--- config.mk ---
export PLATFORM = sky130hd
export DESIGN_NAME = trapUnit
export DESIGN_NICKNAME = d
export VERILOG_FILES = /design/src/trapPkg.sv /design/src/pcFile.sv /design/src/exceptionDecoder.sv /design/src/flushSequencer.sv /design/src/trapCombiner.sv /design/src/trapUnit.sv
export SDC_FILE = /design/constraint.sdc
export NUM_CORES = 1
export LEC_CHECK = 0
export BUFFER_PORTS_ARGS = -buffer_cell sky130_fd_sc_hd__buf_2
export CAP_MARGIN = 30
export CORE_MARGIN = 2
export CORE_UTILIZATION = 49
export CTS_CLUSTER_DIAMETER = 150
export CTS_CLUSTER_SIZE = 20
export DETAILED_ROUTE_END_ITERATION = 7
export PLACE_DENSITY = 0.76
export REMOVE_ABC_BUFFERS = 1
export SLEW_MARGIN = 20
export SYNTH_ARGS = -nofsm -noshare
export SYNTH_HDL_FRONTEND = slang
export SYNTH_SLANG_ARGS = --single-unit
--- constraint.sdc ---
create_clock -name clk -period 14.31 [get_ports clk]
set_input_delay 3.5775 -clock clk [delete_from_list [all_inputs] [get_ports clk]]
set_output_delay 3.5775 -clock clk [all_outputs]
set_load 0.02 [all_outputs]
--- src/trapPkg.sv ---
package trapPkg;

    localparam int FETCH_ID_W = 4;
    localparam int HIST_LEN = 8;

    typedef logic [FETCH_ID_W-1:0] FetchId_t;
    typedef logic [HIST_LEN-1:0] BHist_t;

    // Special flags attached by commit
    typedef enum logic [3:0] {
        FLAGS_NONE,
        FLAGS_ORDERING,
        FLAGS_FENCE,
        FLAGS_XRET,
        FLAGS_TRAP,
        FLAGS_ILLEGAL_INSTR,
        FLAGS_LD_MA,
        FLAGS_LD_AF,
        FLAGS_LD_PF,
        FLAGS_ST_MA,
        FLAGS_ST_AF,
        FLAGS_ST_PF,
        FLAGS_PRED_TAKEN,
        FLAGS_PRED_NTAKEN
    } Flags_t;

    typedef enum logic [1:0] {
        PRIV_USER = 2'd0,
        PRIV_SUPERVISOR = 2'd1,
        PRIV_MACHINE = 2'd3
    } Priv_t;

    // RISC-V synchronous exception numbers
    localparam logic [3:0] CAUSE_ILLEGAL = 4'd2;
    localparam logic [3:0] CAUSE_LD_MA = 4'd4;
    localparam logic [3:0] CAUSE_LD_AF = 4'd5;
    localparam logic [3:0] CAUSE_ST_MA = 4'd6;
    localparam logic [3:0] CAUSE_ST_AF = 4'd7;
    localparam logic [3:0] CAUSE_ECALL_U = 4'd8;
    localparam logic [3:0] CAUSE_ECALL_S = 4'd9;
    localparam logic [3:0] CAUSE_ECALL_M = 4'd11;
    localparam logic [3:0] CAUSE_LD_PF = 4'd13;
    localparam logic [3:0] CAUSE_ST_PF = 4'd15;

    // Trap codes from 16 up are not causes
    localparam logic [4:0] TRAP_V_SFENCE_VMA = 5'd16;
    localparam logic [4:0] TRAP_V_INTERRUPT = 5'd17;

    typedef union packed {
        logic [4:0] rd;
        logic [4:0] trapCode;
    } DestField_u;

    typedef struct packed {
        logic predicted;
        logic taken;
        logic isJump;
        logic [4:0] rIdx;
    } BranchPredInfo_t;

    typedef struct packed {
        logic valid;
        FetchId_t fetchId;
        logic [2:0] fetchOffs;
        logic compressed;
        DestField_u dest;
        Flags_t flags;
        logic [6:0] sqN;
    } TrapUOp_t;

    typedef struct packed {
        logic [30:0] pc;
        BHist_t hist;
        BranchPredInfo_t bpi;
        logic [2:0] branchPos;
    } PcEntry_t;

    typedef struct packed {
        Priv_t priv;
        logic [30:0] retvec;
        logic [29:0] mtvec;
        logic [29:0] stvec;
        logic [15:0] medeleg;
        logic [15:0] mideleg;
        logic interruptPending;
        logic [3:0] interruptCause;
        logic interruptDelegate;
    } TrapControl_t;

    typedef struct packed {
        logic valid;
        logic [31:0] trapPC;
        logic [3:0] cause;
        logic delegate;
        logic isInterrupt;
    } TrapInfo_t;

    typedef struct packed {
        logic taken;
        logic flush;
        logic [31:0] dstPC;
        logic [6:0] sqN;
        BHist_t history;
        logic [4:0] rIdx;
    } BranchRedirect_t;

    typedef struct packed {
        logic valid;
        logic [30:0] pc;
        logic compressed;
        BHist_t history;
        BranchPredInfo_t bpi;
        logic branchTaken;
    } BpUpdate_t;

    typedef struct packed {
        logic valid;
        logic [31:0] dstPC;
        TrapInfo_t trapInfo;
        logic isFlush;
    } TrapReq_t;

    // Halfword index of the first halfword of the instruction
    function automatic logic [30:0] instrIndex(PcEntry_t entry, TrapUOp_t instr);
        logic [30:0] idx;
        idx = {entry.pc[30:3], instr.fetchOffs};
        if (!instr.compressed) begin
            idx = idx - 31'd1;
        end
        return idx;
    endfunction

endpackage

--- src/pcFile.sv ---
`timescale 1ns/10ps

module pcFile #(
    parameter int NUM_ENTRIES = 16
) (
    input  logic clk,
    input  logic rst,
    input  logic pcWriteEn,
    input  trapPkg::FetchId_t pcWriteId,
    input  trapPkg::PcEntry_t pcWriteData,
    input  trapPkg::FetchId_t readId,
    output trapPkg::PcEntry_t readData
);

    trapPkg::PcEntry_t entries [NUM_ENTRIES];

    // Reset forgets every stored prediction
    always_ff @(posedge clk) begin
        if (rst) begin
            for (int i = 0; i < NUM_ENTRIES; i++) begin
                entries[i].bpi.predicted <= 1'b0;
            end
        end else if (pcWriteEn) begin
            entries[pcWriteId] <= pcWriteData;
        end
    end

    assign readData = entries[readId];

    // Fetch must never hand out an ID beyond the file depth
    pcWriteIdInRange: assert property (
        @(posedge clk) disable iff (rst)
        pcWriteEn |-> (int'(pcWriteId) < NUM_ENTRIES)
    );

endmodule

--- src/exceptionDecoder.sv ---
`timescale 1ns/10ps

module exceptionDecoder (
    input  trapPkg::TrapUOp_t instr,
    input  trapPkg::PcEntry_t pcEntry,
    input  trapPkg::TrapControl_t trapCtrl,
    output trapPkg::TrapReq_t req
);

    logic isSfence;
    logic isInterrupt;
    logic isExc;
    logic delegate;
    logic [3:0] cause;
    logic [31:0] instrPC;

    assign instrPC = {trapPkg::instrIndex(pcEntry, instr), 1'b0};

    always_comb begin
        isSfence = (instr.flags == trapPkg::FLAGS_TRAP) &&
            (instr.dest.trapCode == trapPkg::TRAP_V_SFENCE_VMA);
        isInterrupt = (instr.flags == trapPkg::FLAGS_TRAP) &&
            (instr.dest.trapCode == trapPkg::TRAP_V_INTERRUPT);
        isExc = instr.valid && !isSfence &&
            (instr.flags >= trapPkg::FLAGS_TRAP) && (instr.flags <= trapPkg::FLAGS_ST_PF);

        case (instr.flags)
            trapPkg::FLAGS_TRAP: cause = instr.dest.trapCode[3:0];
            trapPkg::FLAGS_LD_MA: cause = trapPkg::CAUSE_LD_MA;
            trapPkg::FLAGS_LD_AF: cause = trapPkg::CAUSE_LD_AF;
            trapPkg::FLAGS_LD_PF: cause = trapPkg::CAUSE_LD_PF;
            trapPkg::FLAGS_ST_MA: cause = trapPkg::CAUSE_ST_MA;
            trapPkg::FLAGS_ST_AF: cause = trapPkg::CAUSE_ST_AF;
            trapPkg::FLAGS_ST_PF: cause = trapPkg::CAUSE_ST_PF;
            default: cause = trapPkg::CAUSE_ILLEGAL;
        endcase

        if (isInterrupt) begin
            cause = trapCtrl.interruptCause;
        end else if (cause == trapPkg::CAUSE_ECALL_M) begin
            // Decode always reports ecall as coming from M-mode
            case (trapCtrl.priv)
                trapPkg::PRIV_SUPERVISOR: cause = trapPkg::CAUSE_ECALL_S;
                trapPkg::PRIV_USER: cause = trapPkg::CAUSE_ECALL_U;
                default: cause = trapPkg::CAUSE_ECALL_M;
            endcase
        end

        delegate = (trapCtrl.priv != trapPkg::PRIV_MACHINE) &&
            (isInterrupt ? trapCtrl.mideleg[cause] : trapCtrl.medeleg[cause]);

        req = '0;
        req.valid = isExc;
        req.isFlush = 1'b1;
        req.dstPC = {delegate ? trapCtrl.stvec : trapCtrl.mtvec, 2'b00};
        req.trapInfo.valid = isExc;
        req.trapInfo.trapPC = instrPC;
        req.trapInfo.cause = cause;
        req.trapInfo.delegate = delegate;
        req.trapInfo.isInterrupt = isInterrupt;
    end

endmodule

--- src/flushSequencer.sv ---
`timescale 1ns/10ps

module flushSequencer (
    input  logic clk,
    input  logic rst,
    input  trapPkg::TrapUOp_t instr,
    input  trapPkg::PcEntry_t pcEntry,
    input  trapPkg::TrapControl_t trapCtrl,
    input  logic memBusy,
    output trapPkg::TrapReq_t req,
    output logic flushTLB,
    output logic fence,
    output logic clearICache,
    output logic disableIFetch
);

    logic memoryWait;
    logic instrFence;
    logic isSfence;
    logic isFlushOp;
    logic waitsForMem;
    logic takeInterrupt;
    logic [31:0] nextPC;
    logic [31:0] redirectPC;

    always_comb begin
        nextPC = {trapPkg::instrIndex(pcEntry, instr) +
            (instr.compressed ? 31'd1 : 31'd2), 1'b0};
        isSfence = (instr.flags == trapPkg::FLAGS_TRAP) &&
            (instr.dest.trapCode == trapPkg::TRAP_V_SFENCE_VMA);
        isFlushOp = instr.valid && (isSfence ||
            instr.flags == trapPkg::FLAGS_ORDERING ||
            instr.flags == trapPkg::FLAGS_FENCE ||
            instr.flags == trapPkg::FLAGS_XRET);
        waitsForMem = isFlushOp &&
            (instr.flags == trapPkg::FLAGS_ORDERING || instr.flags == trapPkg::FLAGS_FENCE);
        redirectPC = (instr.flags == trapPkg::FLAGS_XRET) ?
            {trapCtrl.retvec, 1'b0} : nextPC;

        // A pending interrupt becomes visible after xret or a CSR write
        takeInterrupt = isFlushOp && trapCtrl.interruptPending &&
            (instr.flags == trapPkg::FLAGS_XRET || instr.flags == trapPkg::FLAGS_ORDERING);

        req = '0;
        req.valid = isFlushOp;
        req.isFlush = 1'b1;
        req.dstPC = takeInterrupt ?
            {trapCtrl.interruptDelegate ? trapCtrl.stvec : trapCtrl.mtvec, 2'b00} : redirectPC;
        req.trapInfo.valid = takeInterrupt;
        req.trapInfo.trapPC = redirectPC;
        req.trapInfo.cause = trapCtrl.interruptCause;
        req.trapInfo.delegate = trapCtrl.interruptDelegate;
        req.trapInfo.isInterrupt = 1'b1;
    end

    always_ff @(posedge clk) begin
        if (rst) begin
            memoryWait <= 1'b0;
            instrFence <= 1'b0;
            flushTLB <= 1'b0;
            fence <= 1'b0;
            clearICache <= 1'b0;
        end else begin
            flushTLB <= isFlushOp && isSfence;
            fence <= isFlushOp && (instr.flags == trapPkg::FLAGS_FENCE);
            clearICache <= 1'b0;

            // Fence spends its first idle edge on the icache clear
            if (memoryWait && !memBusy) begin
                if (instrFence) begin
                    instrFence <= 1'b0;
                    clearICache <= 1'b1;
                end else begin
                    memoryWait <= 1'b0;
                end
            end

            if (waitsForMem) begin
                memoryWait <= 1'b1;
                instrFence <= (instr.flags == trapPkg::FLAGS_FENCE);
            end
        end
    end

    assign disableIFetch = memoryWait;

    clearOnlyDuringWait: assert property (
        @(posedge clk) disable iff (rst)
        $rose(clearICache) |-> memoryWait
    );

endmodule

--- src/trapCombiner.sv ---
`timescale 1ns/10ps

module trapCombiner (
    input  logic clk,
    input  logic rst,
    input  trapPkg::TrapUOp_t instr,
    input  trapPkg::PcEntry_t pcEntry,
    input  trapPkg::TrapReq_t excReq,
    input  trapPkg::TrapReq_t flushReq,
    output trapPkg::TrapInfo_t trapInfo,
    output trapPkg::BranchRedirect_t branch,
    output trapPkg::BpUpdate_t bpUpdate
);

    trapPkg::BHist_t recHist;
    trapPkg::TrapReq_t selReq;
    logic isBranch;

    always_comb begin
        // Shift in the block's own prediction if it lies before this instruction
        if (pcEntry.bpi.predicted && !pcEntry.bpi.isJump &&
                pcEntry.branchPos < instr.fetchOffs) begin
            recHist = {pcEntry.hist[trapPkg::HIST_LEN-2:0], pcEntry.bpi.taken};
        end else begin
            recHist = pcEntry.hist;
        end

        selReq = excReq.valid ? excReq : flushReq;
        isBranch = instr.valid && (instr.flags == trapPkg::FLAGS_PRED_TAKEN ||
            instr.flags == trapPkg::FLAGS_PRED_NTAKEN);
    end

    always_ff @(posedge clk) begin
        trapInfo <= selReq.trapInfo;
        trapInfo.valid <= selReq.valid && selReq.trapInfo.valid;

        branch.taken <= selReq.valid;
        branch.flush <= selReq.valid && selReq.isFlush;
        branch.dstPC <= selReq.dstPC;
        branch.sqN <= instr.sqN;
        branch.history <= recHist;
        branch.rIdx <= pcEntry.bpi.rIdx;

        // Predictor trains on the history seen at fetch time
        bpUpdate.valid <= isBranch;
        bpUpdate.pc <= pcEntry.pc;
        bpUpdate.compressed <= instr.compressed;
        bpUpdate.history <= pcEntry.hist;
        bpUpdate.bpi <= pcEntry.bpi;
        bpUpdate.branchTaken <= (instr.flags == trapPkg::FLAGS_PRED_TAKEN);

        if (rst) begin
            trapInfo.valid <= 1'b0;
            branch.taken <= 1'b0;
            branch.flush <= 1'b0;
            bpUpdate.valid <= 1'b0;
        end
    end

    exclusiveRequests: assert property (
        @(posedge clk) disable iff (rst)
        !(excReq.valid && flushReq.valid)
    );

endmodule

--- src/trapUnit.sv ---
`timescale 1ns/10ps

module trapUnit #(
    parameter int NUM_FETCH_IDS = 16
) (
    input  logic clk,
    input  logic rst,
    input  trapPkg::TrapUOp_t trapInstr,
    input  logic pcWriteEn,
    input  trapPkg::FetchId_t pcWriteId,
    input  trapPkg::PcEntry_t pcWriteData,
    input  trapPkg::TrapControl_t trapCtrl,
    input  logic memBusy,
    output trapPkg::TrapInfo_t trapInfo,
    output trapPkg::BranchRedirect_t branch,
    output trapPkg::BpUpdate_t bpUpdate,
    output logic flushTLB,
    output logic fence,
    output logic clearICache,
    output logic disableIFetch
);

    trapPkg::PcEntry_t pcEntry;
    trapPkg::TrapReq_t excReq;
    trapPkg::TrapReq_t flushReq;

    pcFile #(
        .NUM_ENTRIES(NUM_FETCH_IDS)
    ) pcFile0 (
        .clk(clk),
        .rst(rst),
        .pcWriteEn(pcWriteEn),
        .pcWriteId(pcWriteId),
        .pcWriteData(pcWriteData),
        .readId(trapInstr.fetchId),
        .readData(pcEntry)
    );

    exceptionDecoder excDec0 (
        .instr(trapInstr),
        .pcEntry(pcEntry),
        .trapCtrl(trapCtrl),
        .req(excReq)
    );

    flushSequencer flushSeq0 (
        .clk(clk),
        .rst(rst),
        .instr(trapInstr),
        .pcEntry(pcEntry),
        .trapCtrl(trapCtrl),
        .memBusy(memBusy),
        .req(flushReq),
        .flushTLB(flushTLB),
        .fence(fence),
        .clearICache(clearICache),
        .disableIFetch(disableIFetch)
    );

    trapCombiner comb0 (
        .clk(clk),
        .rst(rst),
        .instr(trapInstr),
        .pcEntry(pcEntry),
        .excReq(excReq),
        .flushReq(flushReq),
        .trapInfo(trapInfo),
        .branch(branch),
        .bpUpdate(bpUpdate)
    );

endmodule

==> metrics.log, run 1 <==
INFO  metric worst-setup-path-type = input pin to flip-flop
INFO  metric commonest_non_fill_non_tap_cells_in_the_layout = 800 x sky130_fd_sc_hd__edfxtp_1, 355 x sky130_fd_sc_hd__buf_2, 228 x sky130_fd_sc_hd__mux4_2, 140 x sky130_fd_sc_hd__dfxtp_1, 111 x sky130_fd_sc_hd__nand2_1
INFO  metric cts_max_path_buffers = 3
INFO  metric synth_cell_type_count = 86
INFO  metric cts-buffers-inserted = 52
INFO  metric period_share = 58.46%
INFO  metric grt_start_max_net_pins = 75
INFO  metric crit_path_max_fanout = 54
INFO  metric dr.first_iter.drc_count = 2278
INFO  metric r2r_setup_slack = between 9 and 10 ns
INFO  metric required_time_at_the_endpoint_of_the_critical_path = ~15 ns
INFO  metric hold_class = flip-flop to flip-flop
INFO  metric cap_violations = 0
INFO  metric cts.hold.buffers_added = 0
INFO  metric rr_worst_depth = 12
INFO  metric netlist_instances = 2062
INFO  metric clock_skew = 0.03356 ns
INFO  metric setup_viol = 0
INFO  metric arrival = 8.94 ns
INFO  metric timing.slew.headroom = approximately a third
INFO  metric chipHeight = 280.8 µm
INFO  metric drt_pre_antenna_iters = 5
INFO  metric fp-row-count = 101
INFO  metric hold_fails_final_rpt = 0
INFO  metric finish.net_count = ~2600
INFO  metric leakage = 14.14 nW
INFO  metric floorplan.initialDensity = 49.43%
INFO  metric finished_layout_cells = 3495
INFO  metric r2r-start = pcFile0.entries[4][26]
INFO  metric grt_use_total = 24.02%
INFO  metric io_pins = approximately 360
INFO  metric worst_skew_pair.late_latency = approximately 0.65 ns
INFO  metric buffer_ports.inserted = 358
INFO  metric synth.yosys.warnings = 0
INFO  metric fin_setup_tns = 0 ns
INFO  metric endpoint_kind = flip-flop
INFO  metric ffs_latches_synth = 940
INFO  metric cts_root_buffer = sky130_fd_sc_hd__clkbuf_16
INFO  metric fp.dieArea = 78850 µm²
INFO  metric finalWirelength = 95.31 mm
INFO  metric final_max_slew_viol_count = 0
INFO  metric cts.sink_count = 940
INFO  metric post_synth_edffs = 800
INFO  metric drc = 0
INFO  metric cts_setup_buffers = 0
INFO  metric timing.critical_path.from = trapInstr[20]
INFO  metric synth_ff_type = sky130_fd_sc_hd__edfxtp_1
INFO  metric dp.final_hpwl = 60.92 mm
INFO  metric run_status = completed
INFO  metric commonest_non_fill_non_tap_cell_in_the_layout = sky130_fd_sc_hd__edfxtp_1
INFO  metric hold_path_depth = 1
INFO  metric launch_point_of_the_worst_hold_path = flushSeq0.instrFence
INFO  metric viasPerCell = roughly 6.0
INFO  metric postCtsResizedCells = 0
INFO  metric placeableCoreArea = ~76000 µm²
INFO  metric vias = approximately 21000
INFO  metric avgRoutedWirePerCell = 27.27 µm
INFO  metric routability_congestion_estimate_from_global_placement = about 0.92
INFO  metric post_synth_instance_area = roughly 38000 µm²
INFO  metric grt_pass1_wl = about 140 mm
INFO  metric cts-htree-levels = 2
INFO  metric grt_pass1_vias = 21247
INFO  metric worstHoldEndpoint = flushSeq0.clearICache
INFO  metric area_delta_synth_final = 12.41%
INFO  metric antenna_found_initial = 23
INFO  metric dp_cells = 3385
INFO  metric layout-drive-gt1-share = around 31%
INFO  metric worst_slew_pin_slew = 0.9803 ns
INFO  metric overall_die_width = around 280 µm
INFO  metric syn_area_per_cell = roughly 18 µm²
INFO  metric congestion_overflow_gr = 0
INFO  metric timing.rr.end = comb0.trapInfo[34]
INFO  metric timing.final.crit_period = 8.366 ns
INFO  metric clkTransAtPathRegs = 0.09 ns
INFO  metric asyncSetResetFlopFracSynth = 0%
INFO  metric antenna_violating_nets_post_route = 0
INFO  metric critical_path.startpoint_type = input pin
INFO  metric max_freq = roughly 0.12 GHz
INFO  metric tritoncts = built
INFO  metric grt_setup_unrepaired = false
INFO  metric seq_total_area_yosys = 71.45%
INFO  metric maximum_ir_drop_on_the_vdd_rail = 0.00008818 V
INFO  metric p_per_area = 122.5 nW/µm²
-- layer usage --
metal	wire length, µm	GRT usage (%)	part of all wire (%)	up-vias
met2	48280	41.55	51	1044
met1	35970	30.55	38	10797
li1	-	-	-	9065
met3	7447	4.448	7.8	175
met5	95	0	0.10	-
met4	3516	8.350	3.7	14
-- cell families (layout without fill, tap and decap cells) --
family                   count (synthesis)  count (layout)  synth area share (%)
AO/OA/AOI/OAI                          253             253                 4.653
XOR/XNOR                                40              40                0.9332
adder cells (fa/ha/maj)                  4               4                0.1333
buffers and inverters                  130             520                 1.603
flip-flops                             940             940                 71.45
multiplexers                           302             302                 15.72
other                                    1              14              0.009989
AND/OR/NAND/NOR                        392             392                 5.492
-- synthesized netlist by cell type (14+ instances only) --
library cell | number | share of area (%)
sky130_fd_sc_hd__edfxtp_1 | 800 | 64
sky130_fd_sc_hd__mux4_2 | 228 | 14
sky130_fd_sc_hd__dfxtp_1 | 140 | 7.5
sky130_fd_sc_hd__nand2_1 | 111 | 1.1
sky130_fd_sc_hd__nor2_1 | 76 | 0.76
sky130_fd_sc_hd__clkbuf_1 | 60 | 0.60
sky130_fd_sc_hd__mux2i_1 | 53 | 1.4
sky130_fd_sc_hd__a21oi_1 | 46 | 0.61
sky130_fd_sc_hd__o21ai_0 | 43 | 0.57
sky130_fd_sc_hd__a22oi_1 | 41 | 0.82
sky130_fd_sc_hd__nor3_1 | 34 | 0.45
sky130_fd_sc_hd__nand3_1 | 30 | 0.40
sky130_fd_sc_hd__xnor2_1 | 26 | 0.61
sky130_fd_sc_hd__and2_1 | 23 | 0.38
sky130_fd_sc_hd__buf_2 | 22 | 0.29
sky130_fd_sc_hd__mux2_2 | 21 | 0.63
sky130_fd_sc_hd__o22ai_1 | 17 | 0.28
sky130_fd_sc_hd__inv_1 | 16 | 0.16
sky130_fd_sc_hd__a211oi_1 | 15 | 0.30
sky130_fd_sc_hd__nor4_1 | 15 | 0.25
sky130_fd_sc_hd__xor2_1 | 14 | 0.33
-- where the power goes --
| part | total (mW) | internal, mW | switching, mW | leakage (nW) |
|---|---|---|---|---|
| clock | 1.54 | 0.695 | 0.841 | 0.710 |
| combinational | 0.559 | 0.210 | 0.349 | 5.03 |
| sequential | 3.07 | 3.05 | 0.0288 | 8.39 |
-- worst max-delay path, cell delays in order --
cell and delay (ns):
sky130_fd_sc_hd__buf_8 0.43, sky130_fd_sc_hd__buf_4 0.76, sky130_fd_sc_hd__mux4_2 0.60, sky130_fd_sc_hd__a22oi_1 0.22
sky130_fd_sc_hd__nand2_1 0.27, sky130_fd_sc_hd__or3_4 0.43, sky130_fd_sc_hd__or3_1 0.62, sky130_fd_sc_hd__nor4_1 0.42
sky130_fd_sc_hd__xnor2_1 0.31, sky130_fd_sc_hd__nor4_1 0.41, sky130_fd_sc_hd__and2_1 0.26, sky130_fd_sc_hd__mux2_2 0.35
sky130_fd_sc_hd__a21oi_1 0.13
-- layout make-up --
class | instances | area, µm²
sequential | 940 | 26830
antenna | 12 | 30.03
fill | 5753 | 33750
clock buffer | 93 | 1455
multi-input combinational | 993 | 10240
timing repair buffer | 406 | 2243
inverter | 18 | 67.56
tap | 1030 | 1289
clock inverter | 3 | 48.80
-- worst max path at each step --
| stage | endpoint | slack [ns] |
|---|---|---|
| final | comb0.trapInfo[34] | 5.94 |
| after floorplan | comb0.branch[33] | 5.54 |
| after detailed placement | comb0.trapInfo[34] | 5.29 |
| after global placement | comb0.trapInfo[34] | 5.46 |
| after global routing | comb0.branch[49] | 5.45 |
| after CTS | comb0.trapInfo[34] | 5.94 |
-- sequential cells by signal, indices dropped and copies added (netlist names) --
name	cells
pcFile0.entries	800
comb0.branch	52
comb0.bpUpdate	45
comb0.trapInfo	38
flushSeq0.clearICache	1
flushSeq0.disableIFetch	1
flushSeq0.fence	1
flushSeq0.flushTLB	1
flushSeq0.instrFence	1
-- stage by stage --
| step | instance area (µm²) | utilization, % | hold WS, ns | worst slack, ns | power [mW] |
|---|---|---|---|---|---|
| final | 42200 | 55.57 | 0.4971 | 5.944 | 5.169 |
| after global routing | 42190 | 55.55 | 0.5289 | 5.451 | 5.342 |
| after CTS | 42120 | 55.46 | 0.4996 | 5.939 | 5.206 |
| after detailed placement | 40610 | 53.48 | 0.4841 | 5.290 | 3.694 |
| after global placement | 40570 | 53.41 | 0.4784 | 5.459 | 3.679 |
| after floorplan | 37010 | - | 0.4643 | 5.537 | 3.437 |
(Power assumes the default switching activity.)
==> run 2, diff against run 1 <==
--- a/config.mk
+++ b/config.mk
@@ -12,7 +12,7 @@
 export CTS_CLUSTER_DIAMETER = 150
 export CTS_CLUSTER_SIZE = 20
 export DETAILED_ROUTE_END_ITERATION = 7
-export PLACE_DENSITY = 0.76
+export PLACE_DENSITY = 0.79
 export REMOVE_ABC_BUFFERS = 1
 export SLEW_MARGIN = 20
 export SYNTH_ARGS = -nofsm -noshare
==> constraint.sdc (replaced) <==
create_clock -name clk -period 7.05 [get_ports clk]
set_input_delay 1.7625 -clock clk [delete_from_list [all_inputs] [get_ports clk]]
set_output_delay 1.7625 -clock clk [all_outputs]
set_load 0.02 [all_outputs]
==> metrics.log, run 2 (synthesis gave the netlist of run 1 again) <==
INFO  metric cts-buffers-inserted = 52
INFO  metric timing.rr.end = comb0.trapInfo[34]
INFO  metric cts-htree-levels = 2
INFO  metric r2r_setup_slack = 2.62 ns
INFO  metric congestion_overflow_gr = 0
INFO  metric drt_pre_antenna_iters = 8
INFO  metric antenna_violating_nets_post_route = 0
INFO  metric worst-path-buf-inv = 2
INFO  metric antenna_found_initial = 18
INFO  metric cts_root_buffer = sky130_fd_sc_hd__clkbuf_16
INFO  metric timing.final.crit_period = between 5 and 6 ns
INFO  metric critical_path.startpoint_type = input pin
INFO  metric clock_skew = around 0.023 ns
INFO  metric rr_worst_depth = 11
INFO  metric timing.critical_path.slowest_stage_cell = sky130_fd_sc_hd__or3_1
INFO  metric overall_die_width = between 200 and 300 µm
INFO  metric hold_fails_final_rpt = 0
INFO  metric chipHeight = roughly 280 µm
INFO  metric hold_path_depth = 1
INFO  metric period_share = 84.76%
INFO  metric cap_violations = 0
INFO  metric avgRoutedWirePerCell = 27.50 µm
INFO  metric buffer_ports.inserted = approximately 360
INFO  metric p_per_area = 248.4 nW/µm²
INFO  metric setup_viol = 0
INFO  metric cts_setup_buffers = 0
INFO  metric postCtsResizedCells = 0
INFO  metric fp.dieArea = 78850 µm²
INFO  metric worst_skew_pair.late_latency = 0.65 ns
INFO  metric endpoint_kind = flip-flop
INFO  metric r2r-start = pcFile0.entries[11][32]
INFO  metric placement.cell_area = roughly 41000 µm²
INFO  metric cp.depth = 11
INFO  metric dp.final_hpwl = 61.03 mm
INFO  metric grt_pass1_vias = 21718
INFO  metric final_design_area_no_fill = 42380 µm²
INFO  metric layout_setup_ws = between 1 and 1.5 ns
INFO  metric grt_util_met1 = 29.93%
INFO  metric io_pins = between 300 and 400
INFO  metric vias = 21364
INFO  metric hold_class = flip-flop to flip-flop
INFO  metric cts.sink_count = 940
INFO  metric cts.hold.buffers_added = 0
INFO  metric grt_pass1_wl = 139.4 mm
INFO  metric crit_chain = buf_8 > buf_4 > mux4_2 > mux4_2 > or3_1 > nor4_1 > xnor2_1 > nor4_1 > and2_1 > mux2_2 > a21oi_1
INFO  metric largest_register_ffs = 800
INFO  metric finalWirelength = approximately 96 mm
INFO  metric clockPowerShare = 29.9%
INFO  metric register_with_the_most_flip_flops = pcFile0.entries
INFO  metric run_status = completed
INFO  metric critical_path.top_delay_family = simple AND/OR/NAND/NOR gates
INFO  metric grt_util_met2 = 42.43%
INFO  metric required_time_at_the_endpoint_of_the_critical_path = 7.63 ns
INFO  metric grt_setup_unrepaired = false
INFO  metric crit_path_max_fanout = between 70 and 80
INFO  metric area_delta_synth_final = 12.88%
INFO  metric final_max_slew_viol_count = 0
INFO  metric routability_congestion_estimate_from_global_placement = about 0.91
INFO  metric layout-drive-gt1-share = 31.28%
INFO  metric viasPerCell = 6.114
INFO  metric finish.net_count = 2638
INFO  metric clkTransAtPathRegs = around 0.1 ns
INFO  metric fin_setup_tns = 0 ns
INFO  metric worst-setup-path-type = input pin to flip-flop
INFO  metric grt_start_max_net_pins = 97
INFO  metric worst_setup_path_endpoint = comb0.trapInfo[34]
INFO  metric maximum_ir_drop_on_the_vdd_rail = roughly 0.00024 V
INFO  metric tritoncts = built
INFO  metric grt.met3_usage = 4.439%
INFO  metric worst_hold_slack = 0.5060 ns
INFO  metric power.net_switching = 2.504 mW
INFO  metric gr-max-usage-layer = met2
INFO  metric grt_use_total = between 20% and 30%
INFO  metric floorplan.initialDensity = 49.43%
INFO  metric timing.critical_path.from = trapInstr[20]
INFO  metric placeableCoreArea = 75950 µm²
INFO  metric commonest_non_fill_non_tap_cell_in_the_layout = sky130_fd_sc_hd__edfxtp_1
INFO  metric worst_slew_pin_slew = approximately 0.95 ns
INFO  metric leakage = 14.21 nW
INFO  metric seqPwrFrac = 59.4%
INFO  metric drc = 0
INFO  metric dr.first_iter.drc_count = 1947
INFO  metric timing.slew.headroom = 36.76%
INFO  metric reg_top3 = pcFile0.entries x800, comb0.branch x52, comb0.bpUpdate x45
INFO  metric dp_slack = 0.4767 ns
INFO  metric power_switching_share = approximately a quarter
INFO  metric fp-row-count = 101
INFO  metric p_comb_share = about a tenth
INFO  metric timing.critical_path.slowest_cell_delay = 0.67 ns
INFO  metric arrival = 6.56 ns
INFO  metric max_freq = 0.1674 GHz
INFO  metric commonest_non_fill_non_tap_cells_in_the_layout = 800 x sky130_fd_sc_hd__edfxtp_1, 355 x sky130_fd_sc_hd__buf_2, 228 x sky130_fd_sc_hd__mux4_2, 140 x sky130_fd_sc_hd__dfxtp_1, 111 x sky130_fd_sc_hd__nand2_1
INFO  metric cts_max_path_buffers = 3
INFO  metric internal_power_summed_over_all_cells = ~8 mW
run 2: changes by cell type in the layout (fill, tap and decap cells not counted), sizes merged:
cell	before	now
clkinv	3	1
diode	12	2
buf	406	415
inv	18	20
run 2: area by class of cell:
cell class                 count  area, µm²
tap                         1030       1289
multi-input combinational    993      10250
antenna                        2      5.005
inverter                      18      67.56
timing repair buffer         415       2446
sequential                   940      26830
clock inverter                 3      45.04
fill                        5645      33570
clock buffer                  93       1455
run 2: worst min path at each step:
| stage | start | endpoint | slack [ns] |
|---|---|---|---|
| final | flushSeq0.instrFence | flushSeq0.clearICache | 0.51 |
| after global routing | flushSeq0.instrFence | flushSeq0.clearICache | 0.53 |
| after CTS | flushSeq0.instrFence | flushSeq0.clearICache | 0.51 |
| after detailed placement | flushSeq0.disableIFetch | flushSeq0.disableIFetch | 0.50 |
| after global placement | flushSeq0.instrFence | flushSeq0.clearICache | 0.47 |
| after floorplan | flushSeq0.instrFence | flushSeq0.clearICache | 0.46 |
run 2: metal layers:
layer / routed length [µm] / share of wire, % / up-vias
li1: - / - / 9080
met1: 35370 / 37 / 10920
met2: 49140 / 51 / 1127
met3: 7940 / 8.3 / 213
met4: 3467 / 3.6 / 24
met5: 160 / 0.17 / -
run 2: through the flow:
stage | util (%) | instances | power, mW
6_report | 55.80 | 3494 | 10.53
4_1_cts | 55.72 | 3489 | 10.58
5_1_grt | 55.80 | 3494 | 10.85
2_1_floorplan | - | 1951 | 6.977
3_5_place_dp | 53.75 | 3393 | 7.499
3_3_place_gp | 53.50 | 3385 | 7.465
run 2: power groups by stage:
stage | clock network (mW) | registers [mW] | logic [mW]
2_1_floorplan | 0 | 6.49 | 0.486
3_3_place_gp | 0 | 6.37 | 1.09
3_5_place_dp | 0 | 6.38 | 1.12
4_1_cts | 3.21 | 6.25 | 1.13
5_1_grt | 3.38 | 6.26 | 1.21
6_report | 3.15 | 6.25 | 1.13
run 2: worst reg2reg max path, stage by stage (launching register included):
cell                       delay [ns]
sky130_fd_sc_hd__edfxtp_1        0.39
sky130_fd_sc_hd__mux4_2          0.49
sky130_fd_sc_hd__a22oi_1         0.19
sky130_fd_sc_hd__nand2_1         0.31
sky130_fd_sc_hd__or3_4           0.47
sky130_fd_sc_hd__or3_1           0.62
sky130_fd_sc_hd__nor4_1          0.43
sky130_fd_sc_hd__xnor2_1         0.31
sky130_fd_sc_hd__nor4_1          0.42
sky130_fd_sc_hd__and2_1          0.27
sky130_fd_sc_hd__mux2_2          0.35
sky130_fd_sc_hd__a21oi_1         0.13
==> run 3, diff against run 2 <==
--- a/config.mk
+++ b/config.mk
@@ -12,7 +12,7 @@
 export CTS_CLUSTER_DIAMETER = 150
 export CTS_CLUSTER_SIZE = 20
 export DETAILED_ROUTE_END_ITERATION = 7
-export PLACE_DENSITY = 0.79
+export PLACE_DENSITY = 0.76
 export REMOVE_ABC_BUFFERS = 1
 export SLEW_MARGIN = 20
 export SYNTH_ARGS = -nofsm -noshare
==> constraint.sdc (replaced) <==
create_clock -name clk -period 5.9 [get_ports clk]
set_input_delay 1.475 -clock clk [delete_from_list [all_inputs] [get_ports clk]]
set_output_delay 1.475 -clock clk [all_outputs]
set_load 0.02 [all_outputs]
==> metrics.log, run 3 (synthesis gave the netlist of run 1 again) <==
INFO  metric grt_pass1_wl = between 100 and 150 mm
INFO  metric arrival = 5.68 ns
INFO  metric timing.final.crit_period = 5.162 ns
INFO  metric grt_pass1_vias = around 22000
INFO  metric dp.final_hpwl = 63.34 mm
INFO  metric cts-buffers-inserted = 52
INFO  metric timing.critical_path.slowest_cell_delay = 0.61 ns
INFO  metric placeableCoreArea = 75950 µm²
INFO  metric timing.critical_path.slowest_stage_cell = sky130_fd_sc_hd__or4_4
INFO  metric fp.dieArea = 78850 µm²
INFO  metric placement.cell_area = 41150 µm²
INFO  metric critical_path.startpoint_type = input pin
INFO  metric drc = 0
INFO  metric max_freq = 0.1937 GHz
INFO  metric clockPowerShare = between 20% and 30%
INFO  metric cap_violations = 0
INFO  metric routability_congestion_estimate_from_global_placement = 0.9003
INFO  metric commonest_non_fill_non_tap_cells_in_the_layout = 800 x sky130_fd_sc_hd__edfxtp_1, 355 x sky130_fd_sc_hd__buf_2, 228 x sky130_fd_sc_hd__mux4_2, 140 x sky130_fd_sc_hd__dfxtp_1, 111 x sky130_fd_sc_hd__nand2_1
INFO  metric viasPerCell = 6.114
INFO  metric congestion_overflow_gr = 0
INFO  metric chipHeight = between 200 and 300 µm
INFO  metric reg_top3 = pcFile0.entries x800, comb0.branch x52, comb0.bpUpdate x45
INFO  metric fillCellCount = 5703
INFO  metric gr-max-usage-layer = met2
INFO  metric worst_slew_pin_slew = 0.9030 ns
INFO  metric seqPwrFrac = 59.1%
INFO  metric timing.rr.end = comb0.trapInfo[30]
INFO  metric layout-drive-gt1-share = 32.43%
INFO  metric final_design_area_no_fill = 42710 µm²
INFO  metric hold_class = flip-flop to flip-flop
INFO  metric grt_start_max_net_pins = 62
INFO  metric worst_hold_slack = 0.5013 ns
INFO  metric finished_layout_cells = 3549
INFO  metric run_status = completed
INFO  metric critical_path.top_delay_family = simple AND/OR/NAND/NOR gates
INFO  metric design_power_total = 12.62 mW
INFO  metric avgRoutedWirePerCell = 27.38 µm
INFO  metric antenna_violating_nets_post_route = 0
INFO  metric postCtsResizedCells = 0
INFO  metric period_share = 87.50%
INFO  metric overall_die_width = 280.8 µm
INFO  metric cts_setup_buffers = 0
INFO  metric worst-setup-path-type = input pin to flip-flop
INFO  metric rr_worst_depth = 12
INFO  metric timing.slew.headroom = 39.80%
INFO  metric floorplan.initialDensity = about half
INFO  metric maximum_ir_drop_on_the_vdd_rail = 0.0002305 V
INFO  metric clkTransAtPathRegs = 0.09 ns
INFO  metric grt.met3_usage = between 4 and 5%
INFO  metric register_with_the_most_flip_flops = pcFile0.entries
INFO  metric finalWirelength = about 97 mm
INFO  metric commonest_non_fill_non_tap_cell_in_the_layout = sky130_fd_sc_hd__edfxtp_1
INFO  metric clock_skew = approximately 0.019 ns
INFO  metric worst_skew_pair.late_latency = around 0.64 ns
INFO  metric cts_max_path_buffers = 3
INFO  metric tritoncts = built
INFO  metric crit_path_max_fanout = 29
INFO  metric setup_viol = 0
INFO  metric power.net_switching = just under 3 mW
INFO  metric internal_power_summed_over_all_cells = 9.641 mW
INFO  metric cts_root_buffer = sky130_fd_sc_hd__clkbuf_16
INFO  metric p_comb_share = 11.0%
INFO  metric timing.critical_path.from = trapInstr[22]
INFO  metric worst-path-buf-inv = 2
INFO  metric grt_util_met2 = 41.84%
INFO  metric worst_setup_path_endpoint = comb0.trapInfo[30]
INFO  metric crit_chain = buf_4 > mux4_2 > nand3b_1 > and4_1 > inv_1 > nor4_4 > nand3_1 > nor4_2 > o22ai_1 > or4_4 > nor2_1 > o21ai_0 > a221oi_1
INFO  metric r2r_setup_slack = between 1.5 and 2 ns
INFO  metric area_delta_synth_final = 13.77%
INFO  metric io_pins = about 360
INFO  metric leakage = 14.43 nW
INFO  metric buffer_ports.inserted = 358
INFO  metric dp_cells = 3440
INFO  metric grt_use_total = 24.50%
INFO  metric drt_pre_antenna_iters = 6
INFO  metric largest_register_ffs = 800
INFO  metric cts.sink_count = 940
INFO  metric antenna_found_initial = 27
INFO  metric grt_util_met1 = 31.24%
INFO  metric utilization = 56.24%
INFO  metric cp.depth = 13
INFO  metric grt_setup_unrepaired = false
INFO  metric endpoint_kind = flip-flop
INFO  metric dr.first_iter.drc_count = 2508
INFO  metric p_per_area = 295.5 nW/µm²
INFO  metric fp-row-count = 101
INFO  metric cts.hold.buffers_added = 0
INFO  metric power_switching_share = 23.60%
INFO  metric cts-htree-levels = 2
INFO  metric hold_fails_final_rpt = 0
INFO  metric r2r-start = pcFile0.entries[0][28]
INFO  metric finish.net_count = 2682
INFO  metric required_time_at_the_endpoint_of_the_critical_path = 6.42 ns
INFO  metric final_max_slew_viol_count = 0
INFO  metric vias = 21697
## run 3: cell count changes in the layout (fill, tap and decap cells not counted), moves of 3 or more
cell,previous run,this run
sky130_fd_sc_hd__buf_12,8,11
sky130_fd_sc_hd__buf_16,5,1
sky130_fd_sc_hd__diode_2,2,12
sky130_fd_sc_hd__buf_4,44,90
## run 3: routing by layer
metal / vias up / part of all wire (%)
met5: - / 0.13
met3: 197 / 8.8
li1: 9187 / -
met2: 1165 / 51
met4: 20 / 3.2
met1: 11128 / 37
## run 3: worst register-to-register path: stages (launching register included)
cell,delay [ns]
sky130_fd_sc_hd__edfxtp_1,0.42
sky130_fd_sc_hd__mux4_2,0.49
sky130_fd_sc_hd__a22oi_1,0.30
sky130_fd_sc_hd__nand2_1,0.22
sky130_fd_sc_hd__or4_1,0.61
sky130_fd_sc_hd__nor4_1,0.19
sky130_fd_sc_hd__buf_4,0.17
sky130_fd_sc_hd__mux2i_1,0.28
sky130_fd_sc_hd__o22ai_2,0.18
sky130_fd_sc_hd__or4_4,0.61
sky130_fd_sc_hd__nor2_1,0.18
sky130_fd_sc_hd__o21ai_0,0.10
sky130_fd_sc_hd__a221oi_1,0.35
## run 3: cell type report
cell class	instances	area, µm²	share of cell area, %
sequential	940	26830	62.81
multi-input combinational	993	10240	23.98
timing repair buffer	459	2726	6.383
clock buffer	95	1484	3.474
tap	1030	1289	3.017
inverter	18	67.56	0.1582
clock inverter	2	46.29	0.1084
antenna	12	30.03	0.07030
## run 3: power by group through the flow
stage                     combinational (mW)  sequential [mW]  clock, mW
after global placement                  1.36             7.61          0
after global routing                    1.49             7.48       4.06
final                                   1.39             7.46       3.77
after floorplan                        0.580             7.76          0
after detailed placement                1.39             7.61          0
after CTS                               1.39             7.46       3.85
## run 3: per-stage QoR
step	setup slack, ns	setup TNS (ns)
floorplan	-0.7708	-21.96
global placement	0.2266	0
detailed placement	0.1389	0
CTS	0.8121	0
global route	0.3880	0
finish	0.7376	0
## run 3: how the worst min path moves through the flow
stage,endpoint,start,depth (start not counted),slack (ns)
2_1_floorplan,flushSeq0.clearICache,flushSeq0.instrFence,1,0.46
3_3_place_gp,flushSeq0.clearICache,flushSeq0.instrFence,1,0.48
3_5_place_dp,flushSeq0.clearICache,flushSeq0.instrFence,1,0.49
4_1_cts,flushSeq0.clearICache,flushSeq0.instrFence,1,0.51
5_1_grt,flushSeq0.clearICache,flushSeq0.instrFence,1,0.51
6_report,flushSeq0.clearICache,flushSeq0.instrFence,1,0.50
